`config.mk`:
```
export PLATFORM = sky130hd
export DESIGN_NAME = sys_core_top
export DESIGN_NICKNAME = d
export VERILOG_FILES = /design/src/logic/sys_core_pkg.sv /design/src/logic/host_link.sv /design/src/logic/panel_io.sv /design/src/logic/audio_channel.sv /design/src/logic/sys_core_top.sv
export VERILOG_INCLUDE_DIRS = /design/src /design/src/logic
export SDC_FILE = /design/constraint.sdc
export NUM_CORES = 1
export LEC_CHECK = 0
export ABC_AREA = 1
export BUFFER_PORTS_ARGS = -buffer_cell sky130_fd_sc_hd__buf_2
export CAP_MARGIN = 30
export CORE_MARGIN = 4
export CORE_UTILIZATION = 55
export CTS_CLUSTER_DIAMETER = 100
export DETAILED_ROUTE_END_ITERATION = 10
export GPL_ROUTABILITY_DRIVEN = 0
export PLACE_DENSITY = 0.75
export SETUP_SLACK_MARGIN = 0.15
export SLEW_MARGIN = 40
export SYNTH_ARGS = -nofsm -noshare
export SYNTH_HDL_FRONTEND = slang
export SYNTH_SLANG_ARGS = --single-unit
export TNS_END_PERCENT = 1
```
`constraint.sdc`:
```
create_clock -name clk_sys -period 6 [get_ports clk_sys]
set_input_delay 0.9 -clock clk_sys [delete_from_list [all_inputs] [get_ports clk_sys]]
set_output_delay 0.9 -clock clk_sys [all_outputs]
set_load 0.1 [all_outputs]
```
`src/logic/sys_core_macros.svh`:
```
// Widths and codes fixed for a 16-bit host word and 16-bit audio, change with care
`default_nettype none

`ifndef SYS_CORE_MACROS_SVH
`define SYS_CORE_MACROS_SVH

// Data widths
`define SYS_IO_WIDTH    16
`define SYS_AUDIO_WIDTH 16
`define SYS_LED_COUNT   8
`define SYS_VOL_BITS    5

// Button debounce
`define SYS_DEB_DEPTH   8
`define SYS_DEB_DIV     100000

// Host command codes
`define SYS_CMD_CFG     8'h01
`define SYS_CMD_LED     8'h25
`define SYS_CMD_VOL     8'h26

`endif

`default_nettype wire

```
`src/logic/sys_core_pkg.sv`:
```
// Shared types, field positions of video_cfg_t follow the host cfg word bit for bit
`include "sys_core_macros.svh"
`default_nettype none

package sys_core_pkg;

	// Host command opcodes
	typedef enum logic [7:0] {
		cmd_cfg = `SYS_CMD_CFG,
		cmd_led = `SYS_CMD_LED,
		cmd_vol = `SYS_CMD_VOL
	} host_cmd_e;

	typedef enum logic {
		link_idle     = 1'b0,
		link_have_cmd = 1'b1
	} link_state_e;

	// Share of the opposite channel mixed in
	typedef enum logic [1:0] {
		mix_none    = 2'd0,
		mix_eighth  = 2'd1,
		mix_quarter = 2'd2,
		mix_half    = 2'd3
	} mix_mode_e;

	typedef struct packed {
		logic [7:0] rsvd_hi;
		logic       dvi_mode;
		logic       audio_96k;
		logic       ypbpr_en;
		logic       rsvd_4;
		logic       csync;
		logic       vga_scaler;
		logic [1:0] rsvd_lo;
	} video_cfg_t;

	typedef struct packed {
		video_cfg_t                cfg;
		logic [`SYS_LED_COUNT-1:0] led_overtake;
		logic [`SYS_LED_COUNT-1:0] led_state;
		logic [`SYS_VOL_BITS-1:0]  vol_att;
	} host_settings_t;

	// Lamp requests from the core
	typedef struct packed {
		logic       user;
		logic [1:0] power;
		logic [1:0] disk;
	} led_req_t;

	typedef struct packed {
		logic [`SYS_AUDIO_WIDTH-1:0] left;
		logic [`SYS_AUDIO_WIDTH-1:0] right;
	} audio_pair_t;

endpackage

`default_nettype wire

```
`src/logic/host_link.sv`:
```
// Host must hold io_din and io_clk high until io_ack rises, and wait for io_ack low after
`timescale 1ns/1ps
`include "sys_core_macros.svh"
`default_nettype none

module host_link (
	input  logic                       clk_sys,
	input  logic                       resetd,
	input  logic                       io_uio,
	input  logic                       io_clk,
	input  logic [`SYS_IO_WIDTH-1:0]   io_din,
	output logic                       io_ack,
	output sys_core_pkg::host_settings_t settings
);

	import sys_core_pkg::*;

	// ============================================================
	// Strobe detection and acknowledge
	// ============================================================

	logic clk_q;
	logic strobe;

	// One-cycle pulse on the first clk_sys sample of io_clk high
	assign strobe = io_clk & ~clk_q;

	always_ff @(posedge clk_sys) begin
		if (resetd) begin
			clk_q  <= 1'b0;
			io_ack <= 1'b0;
		end else begin
			clk_q  <= io_clk;
			io_ack <= clk_q;
		end
	end

	// ============================================================
	// Command FSM and settings registers
	// ============================================================

	link_state_e state;
	host_cmd_e   cmd_q;

	// Command byte is only meaningful in link_have_cmd
	always_ff @(posedge clk_sys) begin
		if (state == link_idle && io_uio && strobe) begin
			cmd_q <= host_cmd_e'(io_din[7:0]);
		end
	end

	always_ff @(posedge clk_sys) begin
		if (resetd) begin
			state <= link_idle;
		end else if (!io_uio) begin
			state <= link_idle;
		end else if (strobe) begin
			state <= link_have_cmd;
		end
	end

	// Data words land the cycle after the strobe, one before io_ack
	always_ff @(posedge clk_sys) begin
		if (resetd) begin
			settings <= '0;
		end else if (io_uio && strobe && state == link_have_cmd) begin
			case (cmd_q)
				cmd_cfg: begin
					settings.cfg <= video_cfg_t'(io_din);
				end
				cmd_led: begin
					{settings.led_overtake, settings.led_state} <= io_din;
				end
				cmd_vol: begin
					settings.vol_att <= io_din[`SYS_VOL_BITS-1:0];
				end
				default: begin
					// Unknown command, data dropped
				end
			endcase
		end
	end

	// ============================================================
	// Checks
	// ============================================================

	a_ack_after_clk: assert property (
		@(posedge clk_sys) disable iff (resetd)
		$rose(io_ack) |-> $past(io_clk, 2)
	) else $error("io_ack rose without io_clk high two cycles before");

endmodule

`default_nettype wire

```
`src/logic/panel_io.sv`:
```
// Buttons and keys are active low, tick_div sets debounce rate and must be at least 2
`timescale 1ns/1ps
`include "sys_core_macros.svh"
`default_nettype none

module panel_io #(
	parameter int tick_div = `SYS_DEB_DIV
) (
	input  logic                         clk_sys,
	input  logic                         resetd,
	input  logic                         btn_user_n,
	input  logic                         btn_osd_n,
	input  logic [1:0]                   key_n,
	input  sys_core_pkg::led_req_t       led_req,
	input  sys_core_pkg::host_settings_t settings,
	output logic                         btn_user,
	output logic                         btn_osd,
	output logic                         lamp_power,
	output logic                         lamp_disk,
	output logic                         lamp_user,
	output logic [`SYS_LED_COUNT-1:0]    board_led
);

	localparam int DIV_W = (tick_div > 1) ? $clog2(tick_div) : 1;

	// ============================================================
	// Debounce
	// ============================================================

	logic [DIV_W-1:0]          div_cnt;
	logic                      tick;
	logic [1:0]                pressed;
	logic [1:0]                btn_q;
	logic [`SYS_DEB_DEPTH-1:0] hist      [2];
	logic [`SYS_DEB_DEPTH-1:0] hist_next [2];

	assign tick = (div_cnt == '0);

	// Index 1 is user with key 1, index 0 is OSD with key 0
	assign pressed[1] = ~(btn_user_n & key_n[1]);
	assign pressed[0] = ~(btn_osd_n & key_n[0]);

	always_comb begin
		for (int i = 0; i < 2; i++) begin
			hist_next[i] = {hist[i][`SYS_DEB_DEPTH-2:0], pressed[i]};
		end
	end

	always_ff @(posedge clk_sys) begin
		if (resetd) begin
			div_cnt <= '0;
		end else if (div_cnt == DIV_W'(tick_div - 1)) begin
			div_cnt <= '0;
		end else begin
			div_cnt <= div_cnt + 1'b1;
		end
	end

	// State flips on the tick whose sample completes the run
	always_ff @(posedge clk_sys) begin
		if (resetd) begin
			btn_q <= '0;
			for (int i = 0; i < 2; i++) begin
				hist[i] <= '0;
			end
		end else if (tick) begin
			for (int i = 0; i < 2; i++) begin
				hist[i] <= hist_next[i];
				if (&hist_next[i]) begin
					btn_q[i] <= 1'b1;
				end
				if (~|hist_next[i]) begin
					btn_q[i] <= 1'b0;
				end
			end
		end
	end

	assign btn_user = btn_q[1];
	assign btn_osd  = btn_q[0];

	// ============================================================
	// Lamps and board LEDs
	// ============================================================

	logic                      power_d;
	logic                      disk_d;
	logic                      user_d;
	logic [`SYS_LED_COUNT-1:0] lamp_vec;

	assign power_d = led_req.power[1] & led_req.power[0];
	assign disk_d  = led_req.disk[0];
	assign user_d  = led_req.user;

	always_comb begin
		lamp_vec    = '0;
		lamp_vec[0] = user_d;
		lamp_vec[2] = disk_d;
		lamp_vec[4] = power_d;
	end

	always_ff @(posedge clk_sys) begin
		if (resetd) begin
			lamp_power <= 1'b0;
			lamp_disk  <= 1'b0;
			lamp_user  <= 1'b0;
			board_led  <= '0;
		end else begin
			lamp_power <= power_d;
			lamp_disk  <= disk_d;
			lamp_user  <= user_d;
			// Host override wins bit by bit
			board_led  <= (settings.led_overtake & settings.led_state) |
			              (~settings.led_overtake & lamp_vec);
		end
	end

endmodule

`default_nettype wire

```
`src/logic/audio_channel.sv`:
```
// Two-cycle pipeline where vol_att is taken live at the second stage and sums wrap to 16 bits
`timescale 1ns/1ps
`include "sys_core_macros.svh"
`default_nettype none

module audio_channel (
	input  logic                          clk_sys,
	input  logic                          resetd,
	input  logic [`SYS_AUDIO_WIDTH-1:0]   own,
	input  logic [`SYS_AUDIO_WIDTH-1:0]   opposite,
	input  logic                          audio_signed,
	input  sys_core_pkg::mix_mode_e       mix,
	input  logic [`SYS_VOL_BITS-1:0]      vol_att,
	output logic [`SYS_AUDIO_WIDTH-1:0]   sample_out
);

	import sys_core_pkg::*;

	localparam int W        = `SYS_AUDIO_WIDTH;
	localparam int MUTE_BIT = `SYS_VOL_BITS - 1;

	// Arithmetic or logical right shift
	function automatic logic [W-1:0] shr(
		input logic [W-1:0] v,
		input logic [3:0]   n,
		input logic         arith
	);
		if (arith) begin
			return W'($signed(v) >>> n);
		end
		return v >> n;
	endfunction

	// ============================================================
	// Stage 1 cross-mix
	// ============================================================

	logic [W-1:0] mix_d;
	logic [W-1:0] mix_q;
	logic         signed_q;

	always_comb begin
		case (mix)
			mix_none:    mix_d = own;
			mix_eighth:  mix_d = own - shr(own, 4'd3, audio_signed) +
			                     shr(opposite, 4'd3, audio_signed);
			mix_quarter: mix_d = own - shr(own, 4'd2, audio_signed) +
			                     shr(opposite, 4'd2, audio_signed);
			mix_half:    mix_d = shr(own, 4'd1, audio_signed) +
			                     shr(opposite, 4'd1, audio_signed);
			default:     mix_d = own;
		endcase
	end

	// Shift kind travels with its sample
	always_ff @(posedge clk_sys) begin
		if (resetd) begin
			mix_q    <= '0;
			signed_q <= 1'b0;
		end else begin
			mix_q    <= mix_d;
			signed_q <= audio_signed;
		end
	end

	// ============================================================
	// Stage 2 attenuation
	// ============================================================

	always_ff @(posedge clk_sys) begin
		if (resetd) begin
			sample_out <= '0;
		end else if (vol_att[MUTE_BIT]) begin
			sample_out <= '0;
		end else begin
			sample_out <= shr(mix_q, vol_att[MUTE_BIT-1:0], signed_q);
		end
	end

	a_mute_zero: assert property (
		@(posedge clk_sys) disable iff (resetd)
		$past(vol_att[MUTE_BIT]) && vol_att[MUTE_BIT] |=> (sample_out == '0)
	) else $error("muted channel produced a nonzero sample");

endmodule

`default_nettype wire

```
`src/logic/sys_core_top.sv`:
```
// Single clock domain and tick_div only scales the button debounce prescaler
`timescale 1ns/1ps
`include "sys_core_macros.svh"
`default_nettype none

module sys_core_top #(
	parameter int tick_div = `SYS_DEB_DIV
) (
	input  logic                       clk_sys,
	input  logic                       resetd,

	// Host link
	input  logic                       io_uio,
	input  logic                       io_clk,
	input  logic [`SYS_IO_WIDTH-1:0]   io_din,
	output logic                       io_ack,
	output sys_core_pkg::video_cfg_t   video_cfg,

	// Front panel
	input  logic                       btn_user_n,
	input  logic                       btn_osd_n,
	input  logic [1:0]                 key_n,
	input  sys_core_pkg::led_req_t     led_req,
	output logic                       btn_user,
	output logic                       btn_osd,
	output logic                       lamp_power,
	output logic                       lamp_disk,
	output logic                       lamp_user,
	output logic [`SYS_LED_COUNT-1:0]  board_led,

	// Audio
	input  sys_core_pkg::audio_pair_t  audio_in,
	input  logic                       audio_signed,
	input  sys_core_pkg::mix_mode_e    audio_mix,
	output sys_core_pkg::audio_pair_t  audio_out
);

	import sys_core_pkg::*;

	host_settings_t              settings;
	logic [`SYS_AUDIO_WIDTH-1:0] chan_in  [2];
	logic [`SYS_AUDIO_WIDTH-1:0] chan_out [2];

	host_link i_host_link (
		.clk_sys  (clk_sys),
		.resetd   (resetd),
		.io_uio   (io_uio),
		.io_clk   (io_clk),
		.io_din   (io_din),
		.io_ack   (io_ack),
		.settings (settings)
	);

	assign video_cfg = settings.cfg;

	panel_io #(
		.tick_div (tick_div)
	) i_panel_io (
		.clk_sys    (clk_sys),
		.resetd     (resetd),
		.btn_user_n (btn_user_n),
		.btn_osd_n  (btn_osd_n),
		.key_n      (key_n),
		.led_req    (led_req),
		.settings   (settings),
		.btn_user   (btn_user),
		.btn_osd    (btn_osd),
		.lamp_power (lamp_power),
		.lamp_disk  (lamp_disk),
		.lamp_user  (lamp_user),
		.board_led  (board_led)
	);

	// ============================================================
	// Audio channels with 0 left and 1 right
	// ============================================================

	assign chan_in[0] = audio_in.left;
	assign chan_in[1] = audio_in.right;

	for (genvar ch = 0; ch < 2; ch++) begin : gen_audio
		audio_channel i_audio_channel (
			.clk_sys      (clk_sys),
			.resetd       (resetd),
			.own          (chan_in[ch]),
			.opposite     (chan_in[1-ch]),
			.audio_signed (audio_signed),
			.mix          (audio_mix),
			.vol_att      (settings.vol_att),
			.sample_out   (chan_out[ch])
		);
	end

	assign audio_out = '{left: chan_out[0], right: chan_out[1]};

endmodule

`default_nettype wire

```
-- Yosys cells after proc, flatten, opt, wreduce, memory -nomap -nowiden
Memories as Yosys holds them, arrays and structs flattened.
Cells that the tools add are included.
W data, S select, Z words.
- input port bits: 64
- bits in writable memories: 16
- memories kept: 1
- flip-flop bits (word level): 143
- output and inout bits: 62
- word-level logic and storage cells: 126
- bitwise gates (word level): 15
- reduce and logical (&&, ||, !) cells: 18
- equal/unequal tests: 9
- add/subtract/negate cells: 10
- shift operators: 4
- muxes and demuxes: 42
- memory list (name ; words ; width ; read ports ; clocked after Yosys merged registers in ; wr ports ; line ; RTL):
    i_panel_io.hist ; 2 ; 8 ; 2 ; 0 ; 2 ; panel_io.sv:34 ; logic [`SYS_DEB_DEPTH-1:0] hist [2];
- operator list (operator ; number):
    $mux W16 ; 22
    $pmux W16 S4 ; 2
    $add A16 B16 Y16 ; 5
    $sub A16 B16 Y16 ; 4
    $shr A16 B4 Y16 ; 2
    $sshr A16 B4 Y16 ; 2
    $add A17 B1 Y17 const B ; 1
    $eq A17 B17 Y1 const B ; 1
    $logic_not A17 Y1 ; 1
    $eq A8 B6 Y1 const B ; 2
    $mux W1 ; 16
    $mux W8 ; 2
    $reduce_and A8 Y1 ; 2
    $reduce_or A8 Y1 ; 2
    $reduce_and A2 Y1 ; 5
    $and A8 B5 Y8 ; 1
    $and A8 B8 Y8 ; 1
    $eq A8 B1 Y1 const B ; 1
    $not A8 Y8 ; 1
    $or A8 B8 Y8 ; 1
    $reduce_or A2 Y1 ; 3
    $not A1 Y1 ; 5
    $and A1 B1 Y1 ; 4
    $eq A2 B2 Y1 const B ; 2
    5 further kinds ; 10

-- Longest topological paths before layout
- word-level depth: 7
- mapped depth: 18
- mapped depth without buffers: 18

-- By module
From an unflattened synthesis, not the netlist that was laid out.
- cells, all modules: 2392
- area, all modules: 15207.1 um2
- modules (own cells, without submodules) (module ; area each (um2) ; instances ; cells an instance ; sequential area each (um2)):
    audio_channel at gen_audio[1].i_audio_channel ; 5526.6 ; 1 ; 938 ; 660.6
    audio_channel at gen_audio[0].i_audio_channel ; 5501.5 ; 1 ; 937 ; 660.6
    panel_io ; 2154.6 ; 1 ; 259 ; 1021.0
    host_link ; 2024.4 ; 1 ; 258 ; 1041.0

-- Least setup slack after synthesis
OpenSTA, ideal clock, no wires.
- kind: input-to-reg
- from: input port audio_in[4] (netlist name)
- to: register gen_audio[0].i_audio_channel.mix_q[7]
- buffers on the path: 0
- arrival time: 2.927 ns
- required time: 5.872 ns
- slack: 2.946 ns
- cell stages on the path: 12
- library setup time: 0.128 ns
- path through: inv_1 -> fa_1 -> inv_1 -> ha_1 -> or2_2 -> nand3_1 -> nand2_1 -> or2_2 -> nand3_1 -> nand3_1 -> a21oi_1 -> nor2_1
- longest elaborated chain between the ends: 5
- elaborated cells on any way between the ends: 13
- classes of those cells: add/sub (3); mux (10)
- RTL lines (what ; line ; RTL):
    start: declaration ; sys_core_top.sv:32 ; input sys_core_pkg::audio_pair_t audio_in,
    $mux W16 ; audio_channel.sv:28 ; if (arith) begin
    $mux W16 ; audio_channel.sv:31 ; return v >> n;
    $mux W16 ; audio_channel.sv:43 ; case (mix)
    $add A16 B16 Y16, on equally long branches ; audio_channel.sv:49, audio_channel.sv:45, audio_channel.sv:47 ;
    $pmux W16 S4 * ; audio_channel.sv:43 ;
    end signal: assignment ; audio_channel.sv:61 ; mix_q <= mix_d;
    end: declaration ; audio_channel.sv:39 ; logic [W-1:0] mix_q;
Every way passes the cells marked *; elsewhere a longest branch is shown, timed or not. The select of a mux whose other input is x is not followed.
A chain may end at the register's enable or synchronous reset.

-- Worst setup path after layout
Same ends and word-level chain as after synthesis.

==> results.yml <==
logic_synthesis:
  synth.distinct_cells: 45
  synth_area_leaders: "dfxtp_1 (20%), nand2_1 (14%), inv_1 (11%)"
  yosysTopAreaCellShare_pct: 20.1
  ys_seq_elements: 157
  synth_compound_area_share_pct: 13.0
  synth-edff-count: 22
  avgSynthCellArea_um2: 6.60
  yosys_most_used_dff: "dfxtp_1"
  synth_xor_area_share_pct: 0.325
  ys_warn_count: 0
  async_flop_share_pct: 0
  synth_top_family_by_area: "simple AND/OR/NAND/NOR gates"
  syn_area_mm2: 0.0135
  synth_fa_ha_area_share_pct: 17.5
  synth_top_area_cell: "dfxtp_1"
  netlist_instances: 2041
  yosysSeqAreaShare_pct: 25.0
  syn-num-nets: 2258
  yosys.area_share.simple_pct: 30.1
  synth_mux_area_share_pct: 0.669
layout:
  seq_area_mm2: 0.00336
  multi_input_area_mm2: 0.00831
  fin_nets: 2342
  syn2layout_area_growth_pct: 10.0
  drive_above_1_share_pct: 9.45
  stdcell_count: 2458
  fin_util_pct: 62.4
  num-fill-cells: 2181
drt:
  wl_per_cell_um: 15.1
  vias: 13200
  drt-vias-per-instance: 5.37
  drc: 0
  drt-pass1-iter-count: 6
  drt_iter0_drc: 1107
  drt-met1-wl_um: 15500
  ant_nets: 0
  top_layer: "met4"
  dr_wl_met3_um: 3130
  drt_wl_total_um: 37000
  route.met2.wl_um: 17400
setup_path:
  worstSetupEndpointType: "flop"
  required_ps: 6280
  cp-start-kind: "input port"
  critPathArrivalTime_ps: 3660
  crit_type: "in -> reg"
  cp_max_fo: 6
timing:
  tightestPinTransition_ps: 782
  hold_viol: 0
  rsz0062_at_grt: "false"
  slew_viol_final: 0
  finalSetupViolations: 0
  finalCriticalPeriod_ps: 3380
  slew_headroom_pct: 47.9
  period_share_pct: 56.4
  setup_ws_ps: 2620
  fmax_mhz: 296
  tns_ps: 0
  finClkSkew_ps: 8.68
placement:
  dp_hpwl_um: 29700
  place_inst: 2425
  place_ws_ps: 2240
  io_buffer_count: 124
power:
  switchingPower_w: 0.00150
  p_per_area_mw_per_mm2: 248
  p_leak_nw: 7.88
  clock_power_share_pct: 29.4
  seqPwrFrac_pct: 31.7
  pwr-share-comb_pct: 38.9
  cell_internal_pwr_w: 0.00217
  p_sw_share_pct: 40.9
  vdd_drop_max_uv: 182
  total_power_w: 0.00367
job:
  maxCapViolations: 0
floorplanning:
  fp.coreArea_mm2: 0.0238
  rows: 56
  die_y_um: 164
  fp.dieW_um: 164
  dieArea_mm2: 0.0271
  ios: 126
  initial_core_util_pct: 56.7
global_routing:
  antenna_found_initial: 1
  grt_usage_pct: 27.6
  grt_overflow: 0
  grt_pass1_vias: 12400
  grt_max_degree: 65
  grt_pass1_wl_um: 59900
min_path:
  hold_path_class: "reg -> reg"
clock_network:
  hold_buffers: 0
  cts.sinks: 157
  clock_latency_ps: 430
  numCtsBuffers: 17
  clockBufferDepth: 2
  cts_setup_buffers: 0
  htreeDepth: 4
  clk_pin_slew_ps: 70
  cts_root_buffer: "clkbuf_16"
  cts_resized: 0
  tritoncts: "built"
status:
  status: "finished clean"
[Yosys cell counts (all sizes together), types with 7 or more instances]
master	count
mux2i	9
or2	13
clkbuf	30
nand3	166
dfxtp	135
ha	94
o21a	9
a21oi	112
nor3	14
buf	36
fa	59
nand2	496
nor2	224
nand4	14
a31oi	11
o21ai	109
and2	7
a211oi	34
nor4	8
inv	389
nand3b	12
edfxtp	22
[stage by stage]
step	hold slack, ps	cell area [um^2]
floorplan	410	13500
global placement	422	14200
detailed placement	420	14200
CTS	436	14800
global route	454	14800
finish	437	14800
[state kept, by name (all words and copies together), names as in the netlist]
name and flops:
i_panel_io.board_led 8, i_host_link.clk_q 1, i_host_link.cmd_q 8, gen_audio.i_audio_channel.signed_q 1, i_host_link.settings 37, i_panel_io.btn_q 2
i_panel_io.hist 14, gen_audio.i_audio_channel.mix_q 32, gen_audio.i_audio_channel.sample_out 32, i_host_link.io_ack 1, i_panel_io.div_cnt 17, i_panel_io.lamp_power 1
i_panel_io.lamp_disk 1, i_panel_io.lamp_user 1, i_host_link.state 1
[final timing paths]
kind / start / to / slack (ps) / cells past startpoint
setup reg to reg: i_host_link.settings[0]$_SDFFE_PP0P_ / gen_audio[0].i_audio_channel.sample_out[2]$_SDFF_PP0_ / 3710 / 8
hold reg to reg: i_host_link.settings[12]$_SDFFE_PP0P_ / i_panel_io.board_led[7]$_SDFF_PP0_ / 440 / 2
hold / removal: i_host_link.settings[12]$_SDFFE_PP0P_ / i_panel_io.board_led[7]$_SDFF_PP0_ / 440 / 2
setup / recovery: audio_in[4] / gen_audio[0].i_audio_channel.mix_q[7]$_SDFF_PP0_ / 2620 / 13
[power groups by stage]
stage	clock, W	sequential, W	combinational [W]
5_1_grt	0.00114	0.00117	0.00161
3_5_place_dp	0	0.00119	0.00139
2_1_floorplan	0	0.00133	0.000913
3_3_place_gp	0	0.00119	0.00137
4_1_cts	0.00109	0.00117	0.00140
6_report	0.00108	0.00116	0.00143
[worst max-delay path, stage by stage]
cell and delay [ps]:
buf_2 190, inv_1 200, fa_1 580, inv_1 50, ha_1 330, or2_2 340
nand3_1 90, nand2_1 130, or2_2 300, nand3_1 90, nand3_1 90, a21oi_1 310
nor2_1 60
[kinds of logic after synthesis]
group | count (synthesis)
buf+inv | 457
xor+xnor | 5
compound gates | 297
mux | 9
flops | 157
simple gates | 963
fa+ha+maj | 153
[cell usage in the layout, fill, tap and decap left out, types with 3 or more instances in the layout]
cell and instances:
nand2_1 496, inv_1 387, nor2_1 219, nand3_1 165, dfxtp_1 134, buf_2 124
a21oi_1 112, o21ai_0 107, ha_1 94, fa_1 59, edfxtp_1 22, a211oi_1 20
clkbuf_16 17, nand4_1 14, nor3_1 14, a211oi_2 14, nand3b_1 12, or2_2 11
a31oi_1 11, o21a_1 9, mux2i_1 9, nor4_1 7, buf_4 7, and2_1 6
and3_1 6, o21bai_1 5, xor2_1 5, nor2_2 4, o22ai_1 4, inv_6 4
o221ai_1 3, clkinv_8 3, inv_8 3
[final cells by class]
type,count,area share [%]
antenna,1,0.0169
tap,319,2.69
clock inverter,15,1.19
multi-input combinational,1427,56.1
clock buffer,17,2.87
sequential,157,22.7
inverter,391,9.91
timing repair buffer,131,4.54
[routing by layer]
metal | vias to the layer above | global-route usage [%]
met5 | - | 0
met4 | 0 | 9.26
met3 | 76 | 5.39
met2 | 504 | 46.3
met1 | 5988 | 35.9
li1 | 6635 | -
(Power assumes the default switching activity.)
